===== config.mk =====
export PLATFORM = sky130hd
export DESIGN_NAME = wb_decoder
export DESIGN_NICKNAME = d
export VERILOG_FILES = /design/src/wb_pkg.sv /design/src/wb_decoder.sv
export SDC_FILE = /design/constraint.sdc
export NUM_CORES = 1
export LEC_CHECK = 0
export BUFFER_PORTS_ARGS = -buffer_cell sky130_fd_sc_hd__buf_2
export CORE_AREA = 2 2 67 69
export DETAILED_ROUTE_END_ITERATION = 8
export DIE_AREA = 0 0 69 71
export PLACE_DENSITY = 0.58
export SYNTH_ARGS = -nofsm -noshare
export SYNTH_HDL_FRONTEND = slang
export SYNTH_SLANG_ARGS = --single-unit
export TNS_END_PERCENT = 30

===== constraint.sdc =====
create_clock -name vclk -period 0.8
set_input_delay 0.04 -clock vclk [all_inputs]
set_output_delay 0.04 -clock vclk [all_outputs]
set_load 0.02 [all_outputs]

===== src/wb_pkg.sv =====
// shared bus types, address views and sizes for the wishbone subsystem; referenced by scoped name
package wb_pkg;

    localparam int MEM_WORDS = 256;  // data memory depth in words
    localparam int DEV_COUNT = 4;    // peripheral banks behind the device region
    localparam int DEV_REGS  = 4;    // registers per bank

    localparam logic [1:0] SEL_MEM = 2'b11;  // select for memory and idle cycles

    typedef logic [31:0] word_t;

    // cpu command word, bit 33 write, bit 32 read
    typedef struct packed {
        logic  wr;
        logic  rd;
        word_t wdata;
    } cmd_t;

    // memory region view of an address
    typedef struct packed {
        logic [1:0]  rsv_hi;
        logic        region;    // bit 29, clear for memory
        logic [18:0] rsv_mid;
        logic [7:0]  word_idx;  // bits 9:2
        logic [1:0]  byte_off;
    } mem_view_t;

    // device region view of the same address
    typedef struct packed {
        logic [1:0]  rsv_hi;
        logic        region;    // bit 29, set for devices
        logic [10:0] rsv_mid;
        logic [1:0]  dev_idx;   // bits 17:16
        logic [11:0] rsv_lo;
        logic [1:0]  reg_idx;   // bits 3:2
        logic [1:0]  byte_off;
    } dev_view_t;

    typedef union packed {
        mem_view_t mem;
        dev_view_t dev;
    } addr_u;

    // master to slave
    typedef struct packed {
        word_t      adr;
        word_t      dat;
        logic       we;
        logic       cyc;
        logic       stb;
        logic [1:0] sel;
        logic       tgd;  // even parity of dat
    } wb_req_t;

    // slave to master
    typedef struct packed {
        word_t dat;
        logic  ack;
        logic  tgd;  // even parity of dat
    } wb_rsp_t;

    // even parity tag for a bus word
    function automatic logic parity(word_t w);
        return ^w;
    endfunction

endpackage

===== src/wb_decoder.sv =====
// address decoder: steers the master's cycle to memory or devices by bit 29 and muxes responses
`timescale 1ns/1ns

module wb_decoder (
    input  wb_pkg::wb_req_t bus_req_i,
    output logic            mem_cyc_o,
    output logic            dev_cyc_o,
    input  wb_pkg::wb_rsp_t mem_rsp_i,
    input  wb_pkg::wb_rsp_t dev_rsp_i,
    output wb_pkg::wb_rsp_t bus_rsp_o
);

    wb_pkg::addr_u adr;
    logic          dev_sel;

    assign adr     = bus_req_i.adr;
    assign dev_sel = adr.dev.region;

    // exactly one slave sees cyc
    assign mem_cyc_o = bus_req_i.cyc && !adr.mem.region;
    assign dev_cyc_o = bus_req_i.cyc && dev_sel;

    always_comb begin
        bus_rsp_o = dev_sel ? dev_rsp_i : mem_rsp_i;
        if (!bus_req_i.cyc) begin
            bus_rsp_o.ack = 1'b0;  // no stray ack outside a cycle
        end
    end

endmodule


After elaboration in Yosys (flattened, before gate mapping)
Index checks and enable logic that the tools add are counted.
Widths: inputs -> output; s select.
{"block": "word_totals", "reg_bits": 0, "out_inout_bits": 36, "input_bits": 138}
{"block": "classes", "n_mux": 2, "n_reduce_logical": 3}
{"operator": "$mux 34", "count": 1}
{"operator": "$logic_and 1x1->1", "count": 2}
{"operator": "$logic_not 1->1", "count": 1}
{"operator": "$mux 1", "count": 1}

Depth between registers and ports, before layout
{"block": "depth", "word_depth": 2, "mapped_depth": 3, "mapped_depth_nobuf": 2}

Worst setup path before layout
Ideal clock, no wire load.
{"block": "synth_path", "path_type": "input to output", "startpoint": "in bus_req_i[67] in the netlist's numbering", "endpoint": "out bus_rsp_o[24] in the netlist's numbering", "path_stages": 3, "n_path_buf": 2, "setup_slack_ns": 0.102, "arrival_ns": 0.658, "cell_sequence": "buf_6 buf_8 mux2_4"}
{"item": "start, declared", "line_no": "wb_decoder.sv:5", "rtl": "input wb_pkg::wb_req_t bus_req_i,"}
{"item": "end, declared", "line_no": "wb_decoder.sv:10", "rtl": "output wb_pkg::wb_rsp_t bus_rsp_o"}

==> results.ini <==
[worst_hold_path]
holdPathEnd=bus_rsp_o[28]
hold_depth=3
hp-start=dev_rsp_i[28]
hold_class=in2out

[cells_and_area]
nFillCells=420
nets=290
drive_gt1_share_pct=97.33
stdcell_count=202
seq_cells=0
multi_input_area_um2=505.5
num-clock-buffers=0
syn2layout_area_growth_pct=154.3
seq_area_um2=0
n_antenna_cell=0
final_util_pct=34.58

[logic_synthesis]
avgSynthCellArea_um2=13.95
yosys-mux-area-fraction_pct=85.12
syn-cell-area_um2=571.8
yosysTopAreaCell=mux2_4
ys_top_cells_by_area=mux2_4 (74%), mux2_2 (9.8%), buf_12 (7.0%)
synth-seq-area-share_pct=0
synthXorXnorAreaFrac_pct=0
yosys.area_share.simple_pct=3.282
synth_top_family_by_area=multiplexers
synth.distinct_cells=8
synthTopCellsByCount=mux2_4 (28), mux2_2 (5), buf_12 (2), nor2b_1 (2)
netlist_instances=41
yosysTopAreaCellShare_pct=73.52
syn_nets=179
yosysMostFrequentCell=mux2_4
synth-compound-area-share_pct=0
synthAdderAreaFrac_pct=0
ys_warn_count=0

[power]
p_sw_share_pct=39.93
total_power_mw=1.030
pwr-share-clk_pct=0
comb_power_share_pct=100.0
p_int_mw=0.6187
p_per_area_nw_per_um2=708.4
p_sw_mw=0.4112
ir_worst_vdd_v=0.0001901
p_leak_nw=0.8216
pwr-share-seq_pct=0

[timing]
tns_ps=-0.9878
slew_violations=0
period_needed_ps=801.0
setup_viol=1
hold_viol=0
setup_ws_ps=-0.9878
period_share_pct=100.1
worst_pin_slew_ps=112.7
hold_slack_ps=392.5
relSlewSlack_pct=92.27
fmax_mhz=1248
rsz0062_at_grt=true

[run_status]
failed_checks=setup timing
status=complete, but fails checks

[detailed_routing]
wl_met2_um=1445
met3_length_um=290
num_vias=801
vias_per_cell=3.965
wl_per_cell_um=13.16
drtIter0Drc=3
antenna_left=0
routed_wirelength_um=2659
met1Wirelength_um=908
drt_pre_antenna_iters=2
dr.max_layer_used=met4
drc=0

[die]
io_pins=174
num_rows=24
die-area_um2=4899
fp.dieW_um=69
initial_core_util_pct=13.60
core-area_um2=4204
die_y_um=71

[placed_design]
hpwlAfterDp_um=2258
globalplace.congestion=0.7105
placedCellCount=199
portBuffers=106

[grt]
antenna_found_initial=0
grtUsageTotal_pct=9.358
grt_first_pass_wirelength_um=3822
grt_overflow=0
grt_pass1_vias=840
grt_max_degree=8

[setup_path]
worstPathMaxFanout=7
required_ps=760
max_stage_delay_ps=280
cp_slowest_cell=mux2_4
crit_path_frequent_cell=buf_16
criticalPathCategory=in2out
start_kind=primary input
worstPathArrival_ps=760
cp-end-kind=primary output
path_cells=buf_16, buf_16, mux2_4, buf_2

[run]
cap_violations=0

[clock_network]
postCtsHoldBufs=0
postCtsSetupBuffers=0

-- layer usage --
metal  vias to the layer above  GRT usage [%]
met2                        69          19.12
met5                         -              0
met1                       358          10.09
met3                         2          2.137
met4                         0         0.6536
li1                        372              -
-- worst max-delay path, delay by kind of cell --
family / cells / cell delay, ps
buffers and inverters: 3 / 430
muxes: 1 / 280
-- worst max path at each step --
stage	depth (start not counted)	endpoint	start	slack, ps
finish	4	bus_rsp_o[21]	bus_req_i[67]	-1
global route	4	bus_rsp_o[3]	bus_req_i[67]	-20
CTS	4	bus_rsp_o[0]	bus_req_i[67]	-20
detailed placement	4	bus_rsp_o[12]	bus_req_i[67]	-120
global placement	4	bus_rsp_o[12]	bus_req_i[67]	-110
floorplan	3	bus_rsp_o[24]	bus_req_i[67]	100
-- cell type report --
| type | count | area share [%] |
|---|---|---|
| Multi-Input combinational cell | 37 | 34.77 |
| Tap cell | 52 | 4.475 |
| Timing Repair Buffer | 113 | 60.76 |
-- power by group through the flow --
stage               clock [mW]  combinational (mW)  sequential (mW)
global route                 0                1.08                0
global placement             0               0.789                0
detailed placement           0               0.794                0
floorplan                    0               0.487                0
finish                       0                1.03                0
CTS                          0               0.969                0
-- logic make-up (layout without fill, tap and decap cells) --
logic type,Yosys count,in the layout
buffers and inverters,4,113
AND/OR/NAND/NOR,3,3
multiplexers,34,34
-- per-stage QoR --
stage	cell area (µm²)	setup slack, ps
after detailed placement	1144	-124.4
after global placement	1144	-113.2
after CTS	1371	-16.55
after global routing	1454	-21.18
final	1454	-0.9878
after floorplan	571.8	102.5
-- timing repair --
item,CTS,global route
gates resized for setup,48,25
endpoints found under the setup margin,33,19
cloned,3,0
-- layout by cell type, fill, tap and decap left out --
master / n
buf_12: 1
mux2_4: 28
buf_8: 2
and2_1: 1
mux2_2: 5
buf_16: 4
nor2b_1: 2
buf_4: 2
buf_2: 74
buf_6: 30
mux2i_1: 1
No activity file was read; power rests on OpenSTA's default activity.
