<file path="config.mk">
export PLATFORM = sky130hd
export DESIGN_NAME = wb_dev_regs
export DESIGN_NICKNAME = d
export VERILOG_FILES = /design/src/wb_pkg.sv /design/src/wb_dev_regs.sv
export SDC_FILE = /design/constraint.sdc
export NUM_CORES = 1
export LEC_CHECK = 0
export BUFFER_PORTS_ARGS = -buffer_cell sky130_fd_sc_hd__buf_4
export CORE_ASPECT_RATIO = 0.9
export CORE_MARGIN = 1
export CORE_UTILIZATION = 41
export DETAILED_ROUTE_END_ITERATION = 10
export HOLD_SLACK_MARGIN = 0.03
export PLACE_DENSITY_LB_ADDON = 0.3
export SLEW_MARGIN = 20
export SYNTH_ARGS = -nofsm -noshare
export SYNTH_HDL_FRONTEND = slang
export SYNTH_SLANG_ARGS = --single-unit
</file>
<file path="constraint.sdc">
create_clock -name clk_i -period 7.4 [get_ports clk_i]
set_clock_uncertainty 0.2 [all_clocks]
set_input_delay 0.74 -clock clk_i [delete_from_list [all_inputs] [get_ports clk_i]]
set_output_delay 0.74 -clock clk_i [all_outputs]
set_load 0.01 [all_outputs]
</file>
<file path="src/wb_pkg.sv">
// shared bus types, address views and sizes for the wishbone subsystem; referenced by scoped name
package wb_pkg;

    localparam int MEM_WORDS = 256;  // data memory depth in words
    localparam int DEV_COUNT = 4;    // peripheral banks behind the device region
    localparam int DEV_REGS  = 4;    // registers per bank

    localparam logic [1:0] SEL_MEM = 2'b11;  // select for memory and idle cycles

    typedef logic [31:0] word_t;

    // cpu command word, bit 33 write, bit 32 read
    typedef struct packed {
        logic  wr;
        logic  rd;
        word_t wdata;
    } cmd_t;

    // memory region view of an address
    typedef struct packed {
        logic [1:0]  rsv_hi;
        logic        region;    // bit 29, clear for memory
        logic [18:0] rsv_mid;
        logic [7:0]  word_idx;  // bits 9:2
        logic [1:0]  byte_off;
    } mem_view_t;

    // device region view of the same address
    typedef struct packed {
        logic [1:0]  rsv_hi;
        logic        region;    // bit 29, set for devices
        logic [10:0] rsv_mid;
        logic [1:0]  dev_idx;   // bits 17:16
        logic [11:0] rsv_lo;
        logic [1:0]  reg_idx;   // bits 3:2
        logic [1:0]  byte_off;
    } dev_view_t;

    typedef union packed {
        mem_view_t mem;
        dev_view_t dev;
    } addr_u;

    // master to slave
    typedef struct packed {
        word_t      adr;
        word_t      dat;
        logic       we;
        logic       cyc;
        logic       stb;
        logic [1:0] sel;
        logic       tgd;  // even parity of dat
    } wb_req_t;

    // slave to master
    typedef struct packed {
        word_t dat;
        logic  ack;
        logic  tgd;  // even parity of dat
    } wb_rsp_t;

    // even parity tag for a bus word
    function automatic logic parity(word_t w);
        return ^w;
    endfunction

endpackage
</file>
<file path="src/wb_dev_regs.sv">
// peripheral block: four banks of four registers, bank chosen by sel, register by address bits 3:2
`timescale 1ns/1ns

module wb_dev_regs (
    input  logic            clk_i,
    input  logic            rst_i,
    input  wb_pkg::wb_req_t bus_req_i,
    input  logic            cyc_i,
    output wb_pkg::wb_rsp_t bus_rsp_o
);

    wb_pkg::word_t regs [wb_pkg::DEV_COUNT][wb_pkg::DEV_REGS];
    wb_pkg::addr_u adr;
    wb_pkg::word_t rd_word;
    wb_pkg::word_t dat_q;
    logic          tgd_q;
    logic          ack_q;
    logic          access;
    logic          wr_ok;

    assign adr     = bus_req_i.adr;
    assign access  = cyc_i && bus_req_i.stb;
    assign rd_word = regs[bus_req_i.sel][adr.dev.reg_idx];

    assign wr_ok = access && bus_req_i.we
                 && (bus_req_i.tgd == wb_pkg::parity(bus_req_i.dat));

    // registers read zero until written
    always_ff @(posedge clk_i) begin
        if (!rst_i) begin
            for (int d = 0; d < wb_pkg::DEV_COUNT; d++) begin
                for (int r = 0; r < wb_pkg::DEV_REGS; r++) begin
                    regs[d][r] <= '0;
                end
            end
            ack_q <= 1'b0;
        end else begin
            ack_q <= access;
            if (wr_ok) begin
                regs[bus_req_i.sel][adr.dev.reg_idx] <= bus_req_i.dat;
            end
        end
    end

    // response word, write data echoed back on writes
    always_ff @(posedge clk_i) begin
        if (access) begin
            if (bus_req_i.we) begin
                dat_q <= bus_req_i.dat;
                tgd_q <= wb_pkg::parity(bus_req_i.dat);
            end else begin
                dat_q <= rd_word;
                tgd_q <= wb_pkg::parity(rd_word);
            end
        end
    end

    always_comb begin
        bus_rsp_o.dat = dat_q;
        bus_rsp_o.ack = ack_q;
        bus_rsp_o.tgd = tgd_q;
    end

endmodule

</file>
After elaboration in Yosys (flattened, before gate mapping)

Memories as Yosys holds them, arrays and structs flattened.
Index checks and enable logic that the tools add are counted.
Widths: inputs -> output; s select.

$lt $le $gt $ge: 2
Equality and inequality tests: 1
Multiplexer cells: 14
Bitwise gates (word level): 1
Reductions and logical operators: 7

Operators by type and width:

| operator           | count |
|---|---|
| $mux 128           | 3 |
| $mux 32            | 4 |
| $reduce_or 128->1  | 1 |
| $bmux 32 s2        | 1 |
| $demux 32 s2       | 1 |
| $reduce_xor 32->1  | 2 |
| $logic_and 1x1->1  | 4 |
| $mux 1             | 4 |
| $ge 3x3->1 const B | 1 |
| $lt 3x1->1 const B | 1 |
| $not 2->3          | 1 |
| $mux 2             | 1 |
| $eq 1x1->1         | 1 |

Flip-flop bits (word level): 34
Memory bits (writable): 512
Memories kept: 1

Memories:

| name | words | bits a word | read ports | clocked after memory_dff | write ports | RTL line          | RTL |
|---|---|---|---|---|---|---|---|
| regs | 4     | 128         | 1          | 0                        | 4           | wb_dev_regs.sv:12 | `wb_pkg::word_t regs [wb_pkg::DEV_COUNT][wb_pkg::DEV_REGS];` |

Depth between registers and ports, before layout

Depth in word-level cells: 8
Depth in mapped cells: 12
Mapped depth without buffers: 9

Worst setup path after synthesis

No wires, ideal clock.

Kind: in2reg
Start: input port bus_req_i[29] in the netlist's numbering
End: memory regs[2][100] in the netlist's numbering (enable)
Arrival time: 4556 ps
Required time: 6734 ps
Slack: 2178 ps
Cell stages on the path: 9
Path buffers: 1
Cell sequence: xor2_1 -> xnor2_1 -> xnor2_1 -> xnor2_1 -> xnor3_1 -> nand3_1 -> or3_1 -> buf_6 -> o21ai_0

RTL lines:

| element            | RTL line          | RTL |
|---|---|---|
| start: declaration | wb_dev_regs.sv:7  | `input wb_pkg::wb_req_t bus_req_i,` |
| end: declaration   | wb_dev_regs.sv:12 |  |

Final worst setup path

Start: input port bus_req_i[1] in the netlist's numbering
End: register tgd_q, data pin

Word-level cells in the longest chain between the ends: 6

Ends and longest elaborated chain:

| element                                     | RTL line          | RTL |
|---|---|---|
| $mem_v2 4x128                               | --                |  |
| $bmux 32 s2                                 | wb_dev_regs.sv:23 | `assign rd_word = regs[bus_req_i.sel][adr.dev.reg_idx];` |
| $mux 32 (implied by the code) (2 in series) | wb_dev_regs.sv:23 |  |
| $reduce_xor 32->1                           | wb_pkg.sv:64      | `return ^w;` |
| $mux 1                                      | wb_dev_regs.sv:48 | `if (bus_req_i.we) begin` |
| end signal: assignment                      | wb_dev_regs.sv:50 | `tgd_q <= wb_pkg::parity(bus_req_i.dat);` |
| end signal: assignment                      | wb_dev_regs.sv:53 | `tgd_q <= wb_pkg::parity(rd_word);` |
| end: declaration                            | wb_dev_regs.sv:16 | `logic tgd_q;` |

No other way between the ends. The select of a mux whose other input is x is not followed.
A chain may end at the register's enable or synchronous reset.

==> results.json <==
{
  "holdBufCountCts": 0,
  "power.static_leakage_nw": 9.64,
  "synthDistinctLibCells": 29,
  "clk_transition_reported_paths_ns": 0.06,
  "detailedRoute.firstIterationViolations": 1590,
  "cell_count_after_synthesis": 1562,
  "dr_wl_met3_um": 4810,
  "power.share.combinational": 0.107,
  "commonest_non_fill_non_tap_cell_in_the_layout": "sky130_fd_sc_hd__edfxtp_1",
  "antenna_found_initial": 1,
  "dp.final_hpwl_um": 38100,
  "maxUsedRoutingLayer": "met4",
  "gpl.final_weighted_congestion": 0.779,
  "met2_wirelength_um": 33100,
  "detail_route.drc_violations": 0,
  "worstMarginPinSlew_ns": 1.14,
  "num-nets-final": 1667,
  "drt_pre_antenna_iters": 5,
  "vdd_drop_max_v": 0.000170,
  "layout.core_utilization": 0.470,
  "grt_remaining_overflow": 0,
  "endpoint_kind": "flip-flop",
  "post_synth_instance_area_um2": 24900,
  "floorplan.die.width_um": 262,
  "cts_tree": "built",
  "dieArea_um2": 61800,
  "cts_made_buffers": 58,
  "final.min_clock_period_ns": 4.22,
  "run_status": "completed",
  "layout-area-overhead-vs-synth_pct": 13.0,
  "wl_met1_um": 28800,
  "grt_max_degree": 79,
  "timing.fmax_mhz": 237,
  "cts_max_path_buffers": 3,
  "placementRows": 85,
  "ctsHtreeMaxLevel": 2,
  "cell_int_power_mw": 5.50,
  "multi_input_comb_area_um2": 8150,
  "yosysWarningCount": 0,
  "cts_root_buf": "sky130_fd_sc_hd__clkbuf_16",
  "final_design_area_no_fill_um2": 28200,
  "grtUsageTotal": 0.225,
  "layout-drive-gt1-share": 0.231,
  "criticalPathCategory": "primary input to flip-flop",
  "wirelength_um": 68400,
  "finalHoldViolations": 0,
  "cp_data_required_time_ns": 7.54,
  "postRouteAntennaNets": 0,
  "rsz0062_at_grt": "false",
  "portion_of_total_power_attributed_to_the_clock_network": 0.388,
  "critical_path.max_fanout": 78,
  "avgRoutedWirePerCell_um": 28.2,
  "vias_in_the_first_global_route": 13900,
  "post_cts_resized": 0,
  "ff_latch_count_synth": 546,
  "timing.final.max_slew_violations": 0,
  "totalNegativeSetupSlack_ns": 0,
  "syn-mean-instance-area_um2": 16.0,
  "dieHeight_um": 236,
  "final_min_period_over_clock_period": 0.570,
  "route.detailed.vias_per_inst": 5.64,
  "clkLatencyLatePin_ns": 0.60,
  "seqCellArea_um2": 16400,
  "via_count": 13700,
  "sequential_power_share": 0.504,
  "layout.cells.most_common_list": "sky130_fd_sc_hd__edfxtp_1 (545), sky130_fd_sc_hd__and2_1 (512), sky130_fd_sc_hd__mux4_2 (128), sky130_fd_sc_hd__buf_4 (102), sky130_fd_sc_hd__a22oi_1 (64)",
  "p_sw_mw": 1.70,
  "power_per_cell_area_nw_per_um2": 256,
  "tritoncts_sink_count": 546,
  "hold-worst-slack_ns": 0.355,
  "critical_path.startpoint_type": "primary input",
  "setup_viol": 0,
  "coreArea_um2": 60000,
  "syn-num-nets": 1635,
  "cap_viol_max_count": 0,
  "switching_share": 0.236,
  "cp_data_arrival_time_ns": 4.36,
  "global_route_wire_length_before_repair_um": 98200,
  "io_pins": 107,
  "start_util": 0.416,
  "dpl-instance-area_um2": 26300,
  "post_cts.repair.setup_buffers": 0,
  "max-slew-margin-rel": 0.235,
  "hold_path_class": "primary input to flip-flop",
  "post-layout-total-power_mw": 7.20,
  "count_of_fill_cells_added_during_filler_insertion": 5123,
  "synth_seq_area_share": 0.657,
  "port-buffer-count": 75
}
==> power groups by stage <==
stage / logic (mW) / registers [mW] / clock network, mW
3_5_place_dp: 0.774 / 3.70 / 0
2_1_floorplan: 0.498 / 3.69 / 0
5_1_grt: 0.815 / 3.65 / 2.95
4_1_cts: 0.776 / 3.63 / 2.83
6_report: 0.772 / 3.63 / 2.80
3_3_place_gp: 0.772 / 3.69 / 0
==> sequential cells by signal (all words and copies together), names as in the netlist <==
register and flops:
dat_q 32, ack_q 1, regs 512, tgd_q 1
==> metal layers <==
metal	global-route usage	vias up
met5	0	-
met4	0.0620	0
met3	0.0341	97
met2	0.361	562
met1	0.317	7200
li1	-	5818
==> kinds of logic after synthesis <==
kind of cell              count (synthesis)  synth area share
and+or+nand+nor                         580             0.144
DFF                                     546             0.657
muxes                                   160             0.130
buffers and inverters                   136            0.0245
AOI/OAI and AO/OA                        77            0.0219
xor gates and xnor gates                 63            0.0227
==> worst max-delay path, stage by stage <==
cell	delay (ns)
sky130_fd_sc_hd__buf_8	0.68
sky130_fd_sc_hd__buf_12	0.49
sky130_fd_sc_hd__mux4_2	0.56
sky130_fd_sc_hd__a22oi_1	0.31
sky130_fd_sc_hd__nand2_1	0.17
sky130_fd_sc_hd__xor2_1	0.38
sky130_fd_sc_hd__xnor2_1	0.15
sky130_fd_sc_hd__xnor2_1	0.17
sky130_fd_sc_hd__xnor2_1	0.33
sky130_fd_sc_hd__xnor2_1	0.16
sky130_fd_sc_hd__o21ai_0	0.08
==> cell usage after synthesis <==
cell type	count	area share
sky130_fd_sc_hd__dfxtp_1	1	0.00080
sky130_fd_sc_hd__clkbuf_1	78	0.012
sky130_fd_sc_hd__nor2_1	7	0.0011
sky130_fd_sc_hd__inv_1	1	0.00015
sky130_fd_sc_hd__nand3_1	1	0.00020
sky130_fd_sc_hd__nor3_4	3	0.0020
sky130_fd_sc_hd__xor2_1	9	0.0032
sky130_fd_sc_hd__and3_1	1	0.00025
sky130_fd_sc_hd__clkbuf_2	33	0.0066
sky130_fd_sc_hd__buf_4	7	0.0021
sky130_fd_sc_hd__or2_1	1	0.00025
sky130_fd_sc_hd__nor2_4	5	0.0023
sky130_fd_sc_hd__xnor2_1	53	0.019
sky130_fd_sc_hd__nand4_1	1	0.00025
sky130_fd_sc_hd__and2_1	514	0.13
sky130_fd_sc_hd__edfxtp_1	545	0.66
sky130_fd_sc_hd__nand2b_1	7	0.0018
sky130_fd_sc_hd__nor2_2	1	0.00025
sky130_fd_sc_hd__buf_6	2	0.00090
sky130_fd_sc_hd__o21ai_0	13	0.0026
sky130_fd_sc_hd__nor3_2	1	0.00040
sky130_fd_sc_hd__xnor3_1	1	0.00090
sky130_fd_sc_hd__mux4_2	128	0.12
sky130_fd_sc_hd__nor2b_1	2	0.00050
sky130_fd_sc_hd__a22oi_1	64	0.019
sky130_fd_sc_hd__nand2_1	34	0.0051
sky130_fd_sc_hd__or3_1	2	0.00050
sky130_fd_sc_hd__buf_2	15	0.0030
sky130_fd_sc_hd__mux2_2	32	0.014
==> final timing paths <==
kind	start	to	slack (ns)	cells past startpoint
max reg2reg	regs[3][98]$_SDFFCE_PN0P_	tgd_q$_DFFE_PN_	4.38	9
min reg2reg	regs[2][0]$_SDFFCE_PN0P_	dat_q[0]$_DFFE_PN_	0.76	4
max	bus_req_i[1]	tgd_q$_DFFE_PN_	3.18	11
min	bus_req_i[35]	regs[1][93]$_SDFFCE_PN0P_	0.35	2
==> layout make-up <==
class / instances / share of cell area
inverter: 1 / 0.000133
sequential: 546 / 0.581
multi-input combinational: 880 / 0.289
antenna: 1 / 0.0000888
clock buffer: 74 / 0.0559
timing repair buffer: 107 / 0.0305
clock inverter: 34 / 0.00804
tap: 783 / 0.0348
==> stage by stage <==
stage | std cells | setup slack (ns)
final | 2426 | 3.18
after global routing | 2425 | 2.95
after floorplan | 1562 | 2.18
after global placement | 2315 | 2.39
after detailed placement | 2315 | 2.49
after CTS | 2423 | 3.14
Power figures use the tool's default switching activity.
