$ cat src/wb_pkg.sv
// shared bus types, address views and sizes for the wishbone subsystem; referenced by scoped name
package wb_pkg;

    localparam int MEM_WORDS = 256;  // data memory depth in words
    localparam int DEV_COUNT = 4;    // peripheral banks behind the device region
    localparam int DEV_REGS  = 4;    // registers per bank

    localparam logic [1:0] SEL_MEM = 2'b11;  // select for memory and idle cycles

    typedef logic [31:0] word_t;

    // cpu command word, bit 33 write, bit 32 read
    typedef struct packed {
        logic  wr;
        logic  rd;
        word_t wdata;
    } cmd_t;

    // memory region view of an address
    typedef struct packed {
        logic [1:0]  rsv_hi;
        logic        region;    // bit 29, clear for memory
        logic [18:0] rsv_mid;
        logic [7:0]  word_idx;  // bits 9:2
        logic [1:0]  byte_off;
    } mem_view_t;

    // device region view of the same address
    typedef struct packed {
        logic [1:0]  rsv_hi;
        logic        region;    // bit 29, set for devices
        logic [10:0] rsv_mid;
        logic [1:0]  dev_idx;   // bits 17:16
        logic [11:0] rsv_lo;
        logic [1:0]  reg_idx;   // bits 3:2
        logic [1:0]  byte_off;
    } dev_view_t;

    typedef union packed {
        mem_view_t mem;
        dev_view_t dev;
    } addr_u;

    // master to slave
    typedef struct packed {
        word_t      adr;
        word_t      dat;
        logic       we;
        logic       cyc;
        logic       stb;
        logic [1:0] sel;
        logic       tgd;  // even parity of dat
    } wb_req_t;

    // slave to master
    typedef struct packed {
        word_t dat;
        logic  ack;
        logic  tgd;  // even parity of dat
    } wb_rsp_t;

    // even parity tag for a bus word
    function automatic logic parity(word_t w);
        return ^w;
    endfunction

endpackage
$ cat src/wb_master.sv
// bus master: turns one-cycle cpu command strobes into single classic wishbone cycles
`timescale 1ns/1ns

module wb_master (
    input  logic            clk_i,
    input  logic            rst_i,
    input  wb_pkg::word_t   cmd_addr_i,
    input  wb_pkg::cmd_t    cmd_word_i,
    output logic            cmd_busy_o,
    output wb_pkg::word_t   cmd_rdata_o,
    output logic            cmd_rdata_valid_o,
    output wb_pkg::wb_req_t bus_req_o,
    input  wb_pkg::wb_rsp_t bus_rsp_i
);

    wb_pkg::addr_u cmd_addr;
    wb_pkg::word_t adr_q;
    wb_pkg::word_t dat_q;
    logic          we_q;
    logic          cyc_q;
    logic          stb_q;
    logic          rd_q;    // current cycle is a read
    logic [1:0]    sel_q;
    logic [1:0]    sel_d;
    logic          idle;
    logic          start;
    logic          rsp_ok;
    logic          done;

    assign cmd_addr = cmd_addr_i;

    assign idle  = !cyc_q && !stb_q;
    assign start = idle && (cmd_word_i.wr || cmd_word_i.rd);  // dropped while busy

    // device cycles select a bank, everything else uses the memory code
    assign sel_d = cmd_addr.dev.region ? cmd_addr.dev.dev_idx : wb_pkg::SEL_MEM;

    // bad tag means no completion, cyc just stays up
    assign rsp_ok = bus_rsp_i.ack && (bus_rsp_i.tgd == wb_pkg::parity(bus_rsp_i.dat));
    assign done   = cyc_q && !stb_q && rsp_ok;

    always_ff @(posedge clk_i) begin
        if (!rst_i) begin
            cyc_q             <= 1'b0;
            stb_q             <= 1'b0;
            we_q              <= 1'b0;
            rd_q              <= 1'b0;
            sel_q             <= 2'b00;
            cmd_rdata_valid_o <= 1'b0;
        end else begin
            stb_q             <= start;  // one cycle only
            cmd_rdata_valid_o <= done && rd_q;
            if (start) begin
                cyc_q <= 1'b1;
                we_q  <= cmd_word_i.wr && !cmd_word_i.rd;  // read wins if both set
                rd_q  <= cmd_word_i.rd;
                sel_q <= sel_d;
            end else if (done) begin
                cyc_q <= 1'b0;
                we_q  <= 1'b0;
                rd_q  <= 1'b0;
                sel_q <= wb_pkg::SEL_MEM;
            end
        end
    end

    // address and data stay put for the whole cycle so the decoder keeps its route
    always_ff @(posedge clk_i) begin
        if (start) begin
            adr_q <= cmd_addr_i;
            dat_q <= cmd_word_i.wdata;
        end
        if (done && rd_q) begin
            cmd_rdata_o <= bus_rsp_i.dat;
        end
    end

    always_comb begin
        bus_req_o.adr = adr_q;
        bus_req_o.dat = dat_q;
        bus_req_o.we  = we_q;
        bus_req_o.cyc = cyc_q;
        bus_req_o.stb = stb_q;
        bus_req_o.sel = sel_q;
        bus_req_o.tgd = wb_pkg::parity(dat_q);
    end

    assign cmd_busy_o = cyc_q || stb_q;

endmodule

$ cat config.mk
export PLATFORM = sky130hd
export DESIGN_NAME = wb_master
export DESIGN_NICKNAME = d
export VERILOG_FILES = /design/src/wb_pkg.sv /design/src/wb_master.sv
export SDC_FILE = /design/constraint.sdc
export NUM_CORES = 1
export LEC_CHECK = 0
export ABC_AREA = 1
export BUFFER_PORTS_ARGS = -buffer_cell sky130_fd_sc_hd__buf_2
export CORE_MARGIN = 4
export CORE_UTILIZATION = 42
export DETAILED_ROUTE_END_ITERATION = 8
export HOLD_SLACK_MARGIN = 0.12
export PLACE_DENSITY_LB_ADDON = 0.2
export SLEW_MARGIN = 20
export SYNTH_ARGS = -nofsm -noshare
export SYNTH_HDL_FRONTEND = slang
export SYNTH_SLANG_ARGS = --single-unit
$ cat constraint.sdc
create_clock -name clk_i -period 2.7 [get_ports clk_i]
set_input_delay 0.27 -clock clk_i [delete_from_list [all_inputs] [get_ports clk_i]]
set_output_delay 0.27 -clock clk_i [all_outputs]
set_load 0.01 [all_outputs]
# Yosys cells after proc, flatten, opt, wreduce, memory -nomap -nowiden
# Index checks and enable logic that the tools add are counted.
# word_totals
out_inout_bits	104
input_bits	102
elab_cells	32
ff_bits	103
# op_classes
eq_ne	1
muxes	7
n_reduce_logical	15
# op_table
operator	count
$reduce_xor 32->1	2
$logic_and 1x1->1	7
$mux 2	3
$mux 1	4
$logic_not 1->1	3
$logic_or 1x1->1	2
$reduce_bool 2->1	1
$eq 1x1->1	1

# Longest topological paths before layout
# Gate-level depths: netlist (run 1).
# depth
depth_word	6
ltp_mapped	17
depth_no_buf	17

# Worst setup path after synthesis (run 1)
# OpenSTA, ideal clock, no wires.
# synth_path
path_kind	reg-to-reg
startpoint	reg cyc_q
endpoint	reg sel_q[0]
slack_ps	212
path_stages_with_launch	7
path_buffers	0
synth_period_minus_slack_ps	2488
arrival_time_ps	2376
setup_time_ps	112
required_ps	2588
path_cell_list	dfxtp_1 -> nor2_1 -> o21ai_0 -> inv_1 -> nand3b_1 -> nand3_1 -> inv_1
# synth_via
elab_chain_cells	4
elab_cells_between_ends	7
classes_between	mux: 1; reduce/logical: 6
# synth_lines
item	line	rtl
start, declared	wb_master.sv:20	logic cyc_q;
start signal, assigned	wb_master.sv:44	cyc_q <= 1'b0;
start signal, assigned	wb_master.sv:54	cyc_q <= 1'b1;
start signal, assigned	wb_master.sv:59	cyc_q <= 1'b0;
$logic_not 1->1 *	wb_master.sv:32	assign idle = !cyc_q && !stb_q;
$logic_and 1x1->1 *	wb_master.sv:32	
$logic_and 1x1->1 *	wb_master.sv:33	assign start = idle && (cmd_word_i.wr || cmd_word_i.rd);
via start	wb_master.sv:26	logic start;
$mux 2 / $reduce_bool 2->1 (equally long branches)	-	
end signal, assigned	wb_master.sv:57	sel_q <= sel_d;
end signal, assigned	wb_master.sv:62	sel_q <= wb_pkg::SEL_MEM;
end, declared	wb_master.sv:23	logic [1:0] sel_q;
# The timed path passes the listed nets; every way through them passes the cells marked *.
# A chain may end at the register's enable or synchronous reset.

# Worst setup path after layout (run 1)
# layout_path
startpoint	in bus_rsp_i[4] (netlist bit)
endpoint	reg cmd_rdata_o[24] (enable)
# layout_via
elab_chain_cells	5
# layout_lines
item	line	rtl
start, declared	wb_master.sv:13	input wb_pkg::wb_rsp_t bus_rsp_i
$reduce_xor 32->1	wb_pkg.sv:64	return ^w;
$eq 1x1->1	wb_master.sv:39	assign rsp_ok = bus_rsp_i.ack && (bus_rsp_i.tgd == wb_pkg::parity(bus_rsp_i.dat));
$logic_and 1x1->1	wb_master.sv:39	
$logic_and 1x1->1	wb_master.sv:40	assign done = cyc_q && !stb_q && rsp_ok;
$logic_and 1x1->1	wb_master.sv:73	if (done && rd_q) begin
end signal, assigned	wb_master.sv:74	cmd_rdata_o <= bus_rsp_i.dat;
end, declared	wb_master.sv:10	output wb_pkg::word_t cmd_rdata_o,
# Every way passes these cells.

==> results.py, run 1 <==
metrics = {
    "outcome": {
        "status": "finished, final reports clean",
    },
    "die": {
        "num_rows": 36,
        "die_y_um": 110,
        "dieArea_um2": 12000,
        "io_pins": 206,
        "core-area_um2": 9910,
        "start_util": 0.438,
        "die_w_um": 110,
    },
    "worst_hold_path": {
        "hold_class": "in2reg",
    },
    "global_routing": {
        "grt_pass1_vias": 3602,
        "grt_remaining_overflow": 0,
        "grtUsageTotal": 0.183,
        "grt_pass1_wl_um": 17000,
        "antenna_found_initial": 0,
        "grt_max_degree": 54,
    },
    "yosys": {
        "postSynthAreaPerCell_um2": 11.1,
        "synth_nets": 493,
        "ys_seq_elements": 103,
        "synth-edff-count": 96,
        "ys_top_cells_by_area": "edfxtp_1 (66%), nand2_1 (15%), xnor2_1 (5.2%)",
        "synth_top_area_share": 0.664,
        "synth_ff_type": "edfxtp_1",
        "yosys.cell_count.top_type": "nand2_1",
        "syn_area_um2": 4340,
        "synth_cell_type_count": 16,
        "synth_top_area_cell": "edfxtp_1",
        "ys_warn_count": 0,
        "synth-async-reset-ratio": 0,
        "syn-instance-count": 391,
        "ys_seq_area_frac": 0.696,
        "yosys-top-cells-count": "nand2_1 (168), edfxtp_1 (96), inv_1 (43), xnor2_1 (26), nand2_2 (12)",
    },
    "pwr": {
        "peakVddDrop_mv": 0.461,
        "p_per_area_nw_per_um2": 592,
        "leakage_nw": 3.16,
        "finalPower_mw": 3.92,
    },
    "route": {
        "ant_nets": 0,
        "dr.pass1.iters": 4,
        "vias": 3682,
        "wire_per_inst_um": 13.4,
        "drcViolationCount": 0,
        "dr.first_iter.drc_count": 159,
        "viasPerCell": 4.43,
        "wl_um": 11100,
    },
    "sta": {
        "fin_crit_ns": 2.41,
        "skew_ns": 0.00732,
        "max_freq_mhz": 415,
        "fin_setup_tns_ns": 0,
        "layout_setup_ws_ns": 0.290,
        "rsz0062_at_grt": "no",
        "hold_violations": 0,
        "fin_crit_sh": 0.893,
        "drv_slew": 0,
        "slew_headroom": 0.567,
        "finalSetupViolations": 0,
        "worst_slew_pin_slew_ns": 0.643,
    },
    "clock_network": {
        "clock_path_buffers": 2,
        "clk_pin_slew_ns": 0.09,
        "htreeDepth": 3,
        "cts_buffers": 9,
        "cts.sinks": 103,
        "cts_resized": 0,
        "root_buffer": "clkbuf_8",
        "cts_tree": "done",
        "insertion_delay_ns": 0.35,
    },
    "layout": {
        "drive_gt1_frac": 0.344,
        "nets": 796,
        "design_area_um2": 6630,
        "area_growth_pct": 52.7,
        "final_cells": 831,
        "antennaDiodeCount": 0,
    },
    "setup_path": {
        "required_ns": 2.71,
        "crit_fanout": 32,
        "end_kind": "flop",
        "worst-endpoint-arrival_ns": 2.42,
        "worstSetupStartpointType": "primary input",
        "criticalPathCategory": "in2reg",
    },
    "placement": {
        "place.gp.congestion": 0.735,
        "io_buffers": 205,
        "post-place-ws_ns": 0.435,
        "dp.cells": 728,
        "place_area_um2": 5540,
        "dpl.hpwl_um": 7720,
    },
    "run": {
        "maxCapViolCount": 0,
    },
}
timing repair:
| action | in CTS | in global routing |
|---|---|---|
| setup buffers | 0 | 0 |
| hold endpoints to repair | 88 | 0 |
| hold buffers | 88 | 0 |
layout make-up:
class	count	area [µm²]
Tap cell	133	166
Sequential cell	103	3020
Multi-Input combinational cell	238	1120
Inverter	47	176
Clock inverter	5	82.6
Fill cell	723	3280
Timing Repair Buffer	295	1930
Clock buffer	10	128
critical path, stage by stage:
cell and delay [ns]:
dlygate4sd3_1 0.54, buf_2 0.14, inv_1 0.07, nand2_1 0.05, nand2_1 0.11, nand2_1 0.06, nand2_1 0.06, nand3_1 0.06
nand2_1 0.09, nand2_1 0.05, nand2_1 0.06, nand2_1 0.07, nand2_2 0.08, xor2_1 0.15, nand3_1 0.10, inv_1 0.07
buf_4 0.37
state kept, by name, summed over array words and instances, names as in the netlist:
signal / count
sel_q: 2
adr_q: 32
cmd_rdata_o: 32
cyc_q: 1
we_q: 1
dat_q: 32
cmd_rdata_valid_o: 1
rd_q: 1
stb_q: 1
cell usage in the layout, fill, tap and decap left out, drive strengths merged, types with 6 or more instances in the layout:
| cell type | n |
|---|---|
| nor2 | 7 |
| dlygate4sd3 | 88 |
| inv | 48 |
| clkbuf | 10 |
| nand3 | 12 |
| buf | 207 |
| xnor2 | 26 |
| dfxtp | 7 |
| nand2 | 180 |
| edfxtp | 96 |
| xor2 | 6 |
report_power, final:
group / internal (mW) / total, mW / switching (mW)
clock: 0.522 / 1.03 / 0.506
sequential: 1.89 / 1.95 / 0.0530
combinational: 0.452 / 0.951 / 0.499
total: 2.87 / 3.92 / 1.06
metal layers:
layer	wire [µm]	share of wire	global-route usage	vias to the layer above
met5	0	0	0	-
met1	4240	0.38	0.206	1664
li1	-	-	-	1858
met3	997	0.090	0.0452	12
met4	149	0.013	0.0614	0
met2	5730	0.52	0.337	148
path summary, 6_finish.rpt:
check,start,end,slack [ns],cells after the start
max reg2reg,cyc_q,adr_q[25],0.84,4
max,bus_rsp_i[4],cmd_rdata_o[24],0.29,17
min reg2reg,rd_q,cmd_rdata_valid_o,0.49,2
min,bus_rsp_i[5],cmd_rdata_o[3],0.14,1
stage by stage:
| step | utilization | hold WS [ns] |
|---|---|---|
| finish | 0.669 | 0.142 |
| global route | 0.669 | 0.131 |
| CTS | 0.669 | 0.120 |
| detailed placement | 0.559 | 0.448 |
| global placement | 0.559 | 0.447 |
| floorplan | - | 0.369 |
kinds of logic (layout without fill, tap and decap cells):
family,after synthesis,in the layout,synth area share
simple gates,202,202,0.189
flops,103,103,0.696
buf+inv,50,357,0.0458
xor+xnor,32,32,0.0645
compound gates,4,4,0.00461
Note: power is estimated with default switching activity, not from simulation.
==> run 2, diff against run 1 <==
- CORE_UTILIZATION: 42 -> 40
==> run 2 against run 1 <==
- worst hold slack worse by 0.0013 ns
- sequential power barely moved
- critical path depth grew 1
- critical path type unchanged
- largest cell class unchanged
==> results.py, run 2 (same netlist as run 1, synthesis figures left out) <==
metrics = {
    "outcome": {
        "status": "finished, final reports clean",
    },
    "clock_network": {
        "clk_pin_slew_ns": 0.09,
        "holdBufCountCts": 94,
        "cts.sinks": 103,
        "root_buffer": "clkbuf_8",
        "clock_path_buffers": 2,
        "cts_tree": "done",
        "cts_buffers": 9,
        "htreeDepth": 3,
        "cts_setup_buffers": 0,
        "cts_resized": 0,
        "insertion_delay_ns": 0.36,
    },
    "sta": {
        "slew_headroom": 0.515,
        "max_freq_mhz": 441,
        "drv_slew": 0,
        "skew_ns": 0.00559,
        "worst_slew_pin_slew_ns": 0.720,
        "holdWs_ns": 0.141,
        "finalSetupViolations": 0,
        "fin_setup_tns_ns": 0,
        "hold_violations": 0,
        "fin_crit_ns": 2.27,
        "rsz0062_at_grt": "no",
        "fin_crit_sh": 0.839,
    },
    "route": {
        "vias": 3705,
        "wire_per_inst_um": 13.5,
        "dr.pass1.iters": 4,
        "wl_um": 11400,
        "ant_nets": 0,
        "dr.first_iter.drc_count": 157,
        "drcViolationCount": 0,
        "viasPerCell": 4.41,
    },
    "placement": {
        "place.gp.congestion": 0.862,
        "io_buffers": 205,
        "place_area_um2": 5560,
        "dpl.hpwl_um": 8140,
        "dp.cells": 731,
    },
    "setup_path": {
        "crit_fanout": 32,
        "reg2reg_slack_ns": 0.83,
        "end_kind": "flop",
        "crit_start": "bus_rsp_i[10]",
        "critPathBufInv": 6,
        "rr_endpoint": "adr_q[4]",
        "crit_top_cell": "nand2_1",
        "timing.rr.start": "cyc_q",
        "crit_slowest_cell": "dlygate4sd3_1",
        "endpoint": "cmd_rdata_o[6]",
        "worstSetupPathDepth": 18,
        "crit_chain": "dlygate4sd3_1 -> buf_2 -> nand2_1 -> inv_1 -> nor2_2 -> nand2_1 -> nand2_1 -> nand2_1 -> nand2_2 -> inv_1 -> nand2_1 -> nand2_1 -> nand2_1 -> nand2_2 -> xor2_1 -> nand3_1 -> inv_1 -> buf_12",
        "slowest_delay_ns": 0.55,
        "crit_family": "buffers and inverters",
        "worst-endpoint-arrival_ns": 2.33,
        "required_ns": 2.76,
        "rr_worst_depth": 4,
        "worstSetupStartpointType": "primary input",
        "criticalPathCategory": "in2reg",
    },
    "global_routing": {
        "antenna_found_initial": 0,
        "grt_pass1_vias": 3822,
        "grt_remaining_overflow": 0,
        "grt_max_degree": 56,
        "grt_pass1_wl_um": 18300,
        "grtUsageTotal": 0.181,
    },
    "layout": {
        "design_area_um2": 6660,
        "layout_commonest_cell": "buf_2",
        "drive_gt1_frac": 0.340,
        "nets": 802,
        "antennaDiodeCount": 0,
        "final_cells": 841,
        "top_regs": "adr_q: 32 flops, cmd_rdata_o: 32 flops, dat_q: 32 flops",
        "layout_common_cells": "buf_2 (205), nand2_1 (168), edfxtp_1 (96), dlygate4sd3_1 (94), inv_1 (42)",
        "area_growth_pct": 53.4,
    },
    "pwr": {
        "p_per_area_nw_per_um2": 564,
        "finalPower_mw": 3.76,
        "leakage_nw": 3.17,
        "peakVddDrop_mv": 0.461,
    },
    "worst_hold_path": {
        "hold_class": "in2reg",
    },
    "die": {
        "dieArea_um2": 12600,
        "num_rows": 37,
        "die_w_um": 112,
        "core-area_um2": 10500,
        "start_util": 0.415,
        "die_y_um": 112,
        "io_pins": 206,
    },
    "run": {
        "maxCapViolCount": 0,
    },
}
-- run 2: routing by layer --
metal | up-vias | GRT usage | wire length (µm)
li1 | 1866 | - | -
met1 | 1677 | 0.202 | 4490
met2 | 147 | 0.332 | 5770
met3 | 15 | 0.0453 | 930
met4 | 0 | 0.0649 | 155
met5 | - | 0 | 0
-- run 2: stage by stage --
step,utilization,worst slack (ns)
after floorplan,-,0.212
after global placement,0.531,0.694
after detailed placement,0.531,0.618
after CTS,0.637,0.451
after global routing,0.637,0.188
final,0.637,0.433
-- run 2: worst min path at each step --
| stage | from | endpoint | cells past startpoint |
|---|---|---|---|
| 4_1_cts | bus_rsp_i[8] | cmd_rdata_o[6] | 1 |
| 5_1_grt | bus_rsp_i[8] | cmd_rdata_o[6] | 1 |
| 2_1_floorplan | cmd_addr_i[0] | adr_q[0] | 0 |
| 3_3_place_gp | cmd_word_i[27] | dat_q[27] | 1 |
| 3_5_place_dp | cmd_addr_i[0] | adr_q[0] | 1 |
| 6_report | bus_rsp_i[8] | cmd_rdata_o[6] | 1 |
-- run 2: worst register-to-register path: cells and delay by family (launching register included) --
kind | cells | cell delay (ns)
AND/OR/NAND/NOR | 1 | 0.21
flip-flops | 1 | 0.35
AO/OA/AOI/OAI | 1 | 0.31
buffers and inverters | 2 | 0.66
-- run 2: cell type report --
type                            instances  area [µm²]
Clock buffer                           11         131
Clock inverter                          5        32.5
Fill cell                             837        3800
Inverter                               47         176
Multi-Input combinational cell        238        1120
Sequential cell                       103        3020
Tap cell                              136         170
Timing Repair Buffer                  301        2010
-- run 2: where the power goes --
| group | leakage [nW] | internal [mW] | total (mW) | switching, mW |
|---|---|---|---|---|
| logic | 2.12 | 0.458 | 0.949 | 0.491 |
| registers | 0.964 | 1.89 | 1.95 | 0.0548 |
| clock network | 0.0879 | 0.339 | 0.859 | 0.520 |
| total | 3.17 | 2.69 | 3.76 | 1.07 |
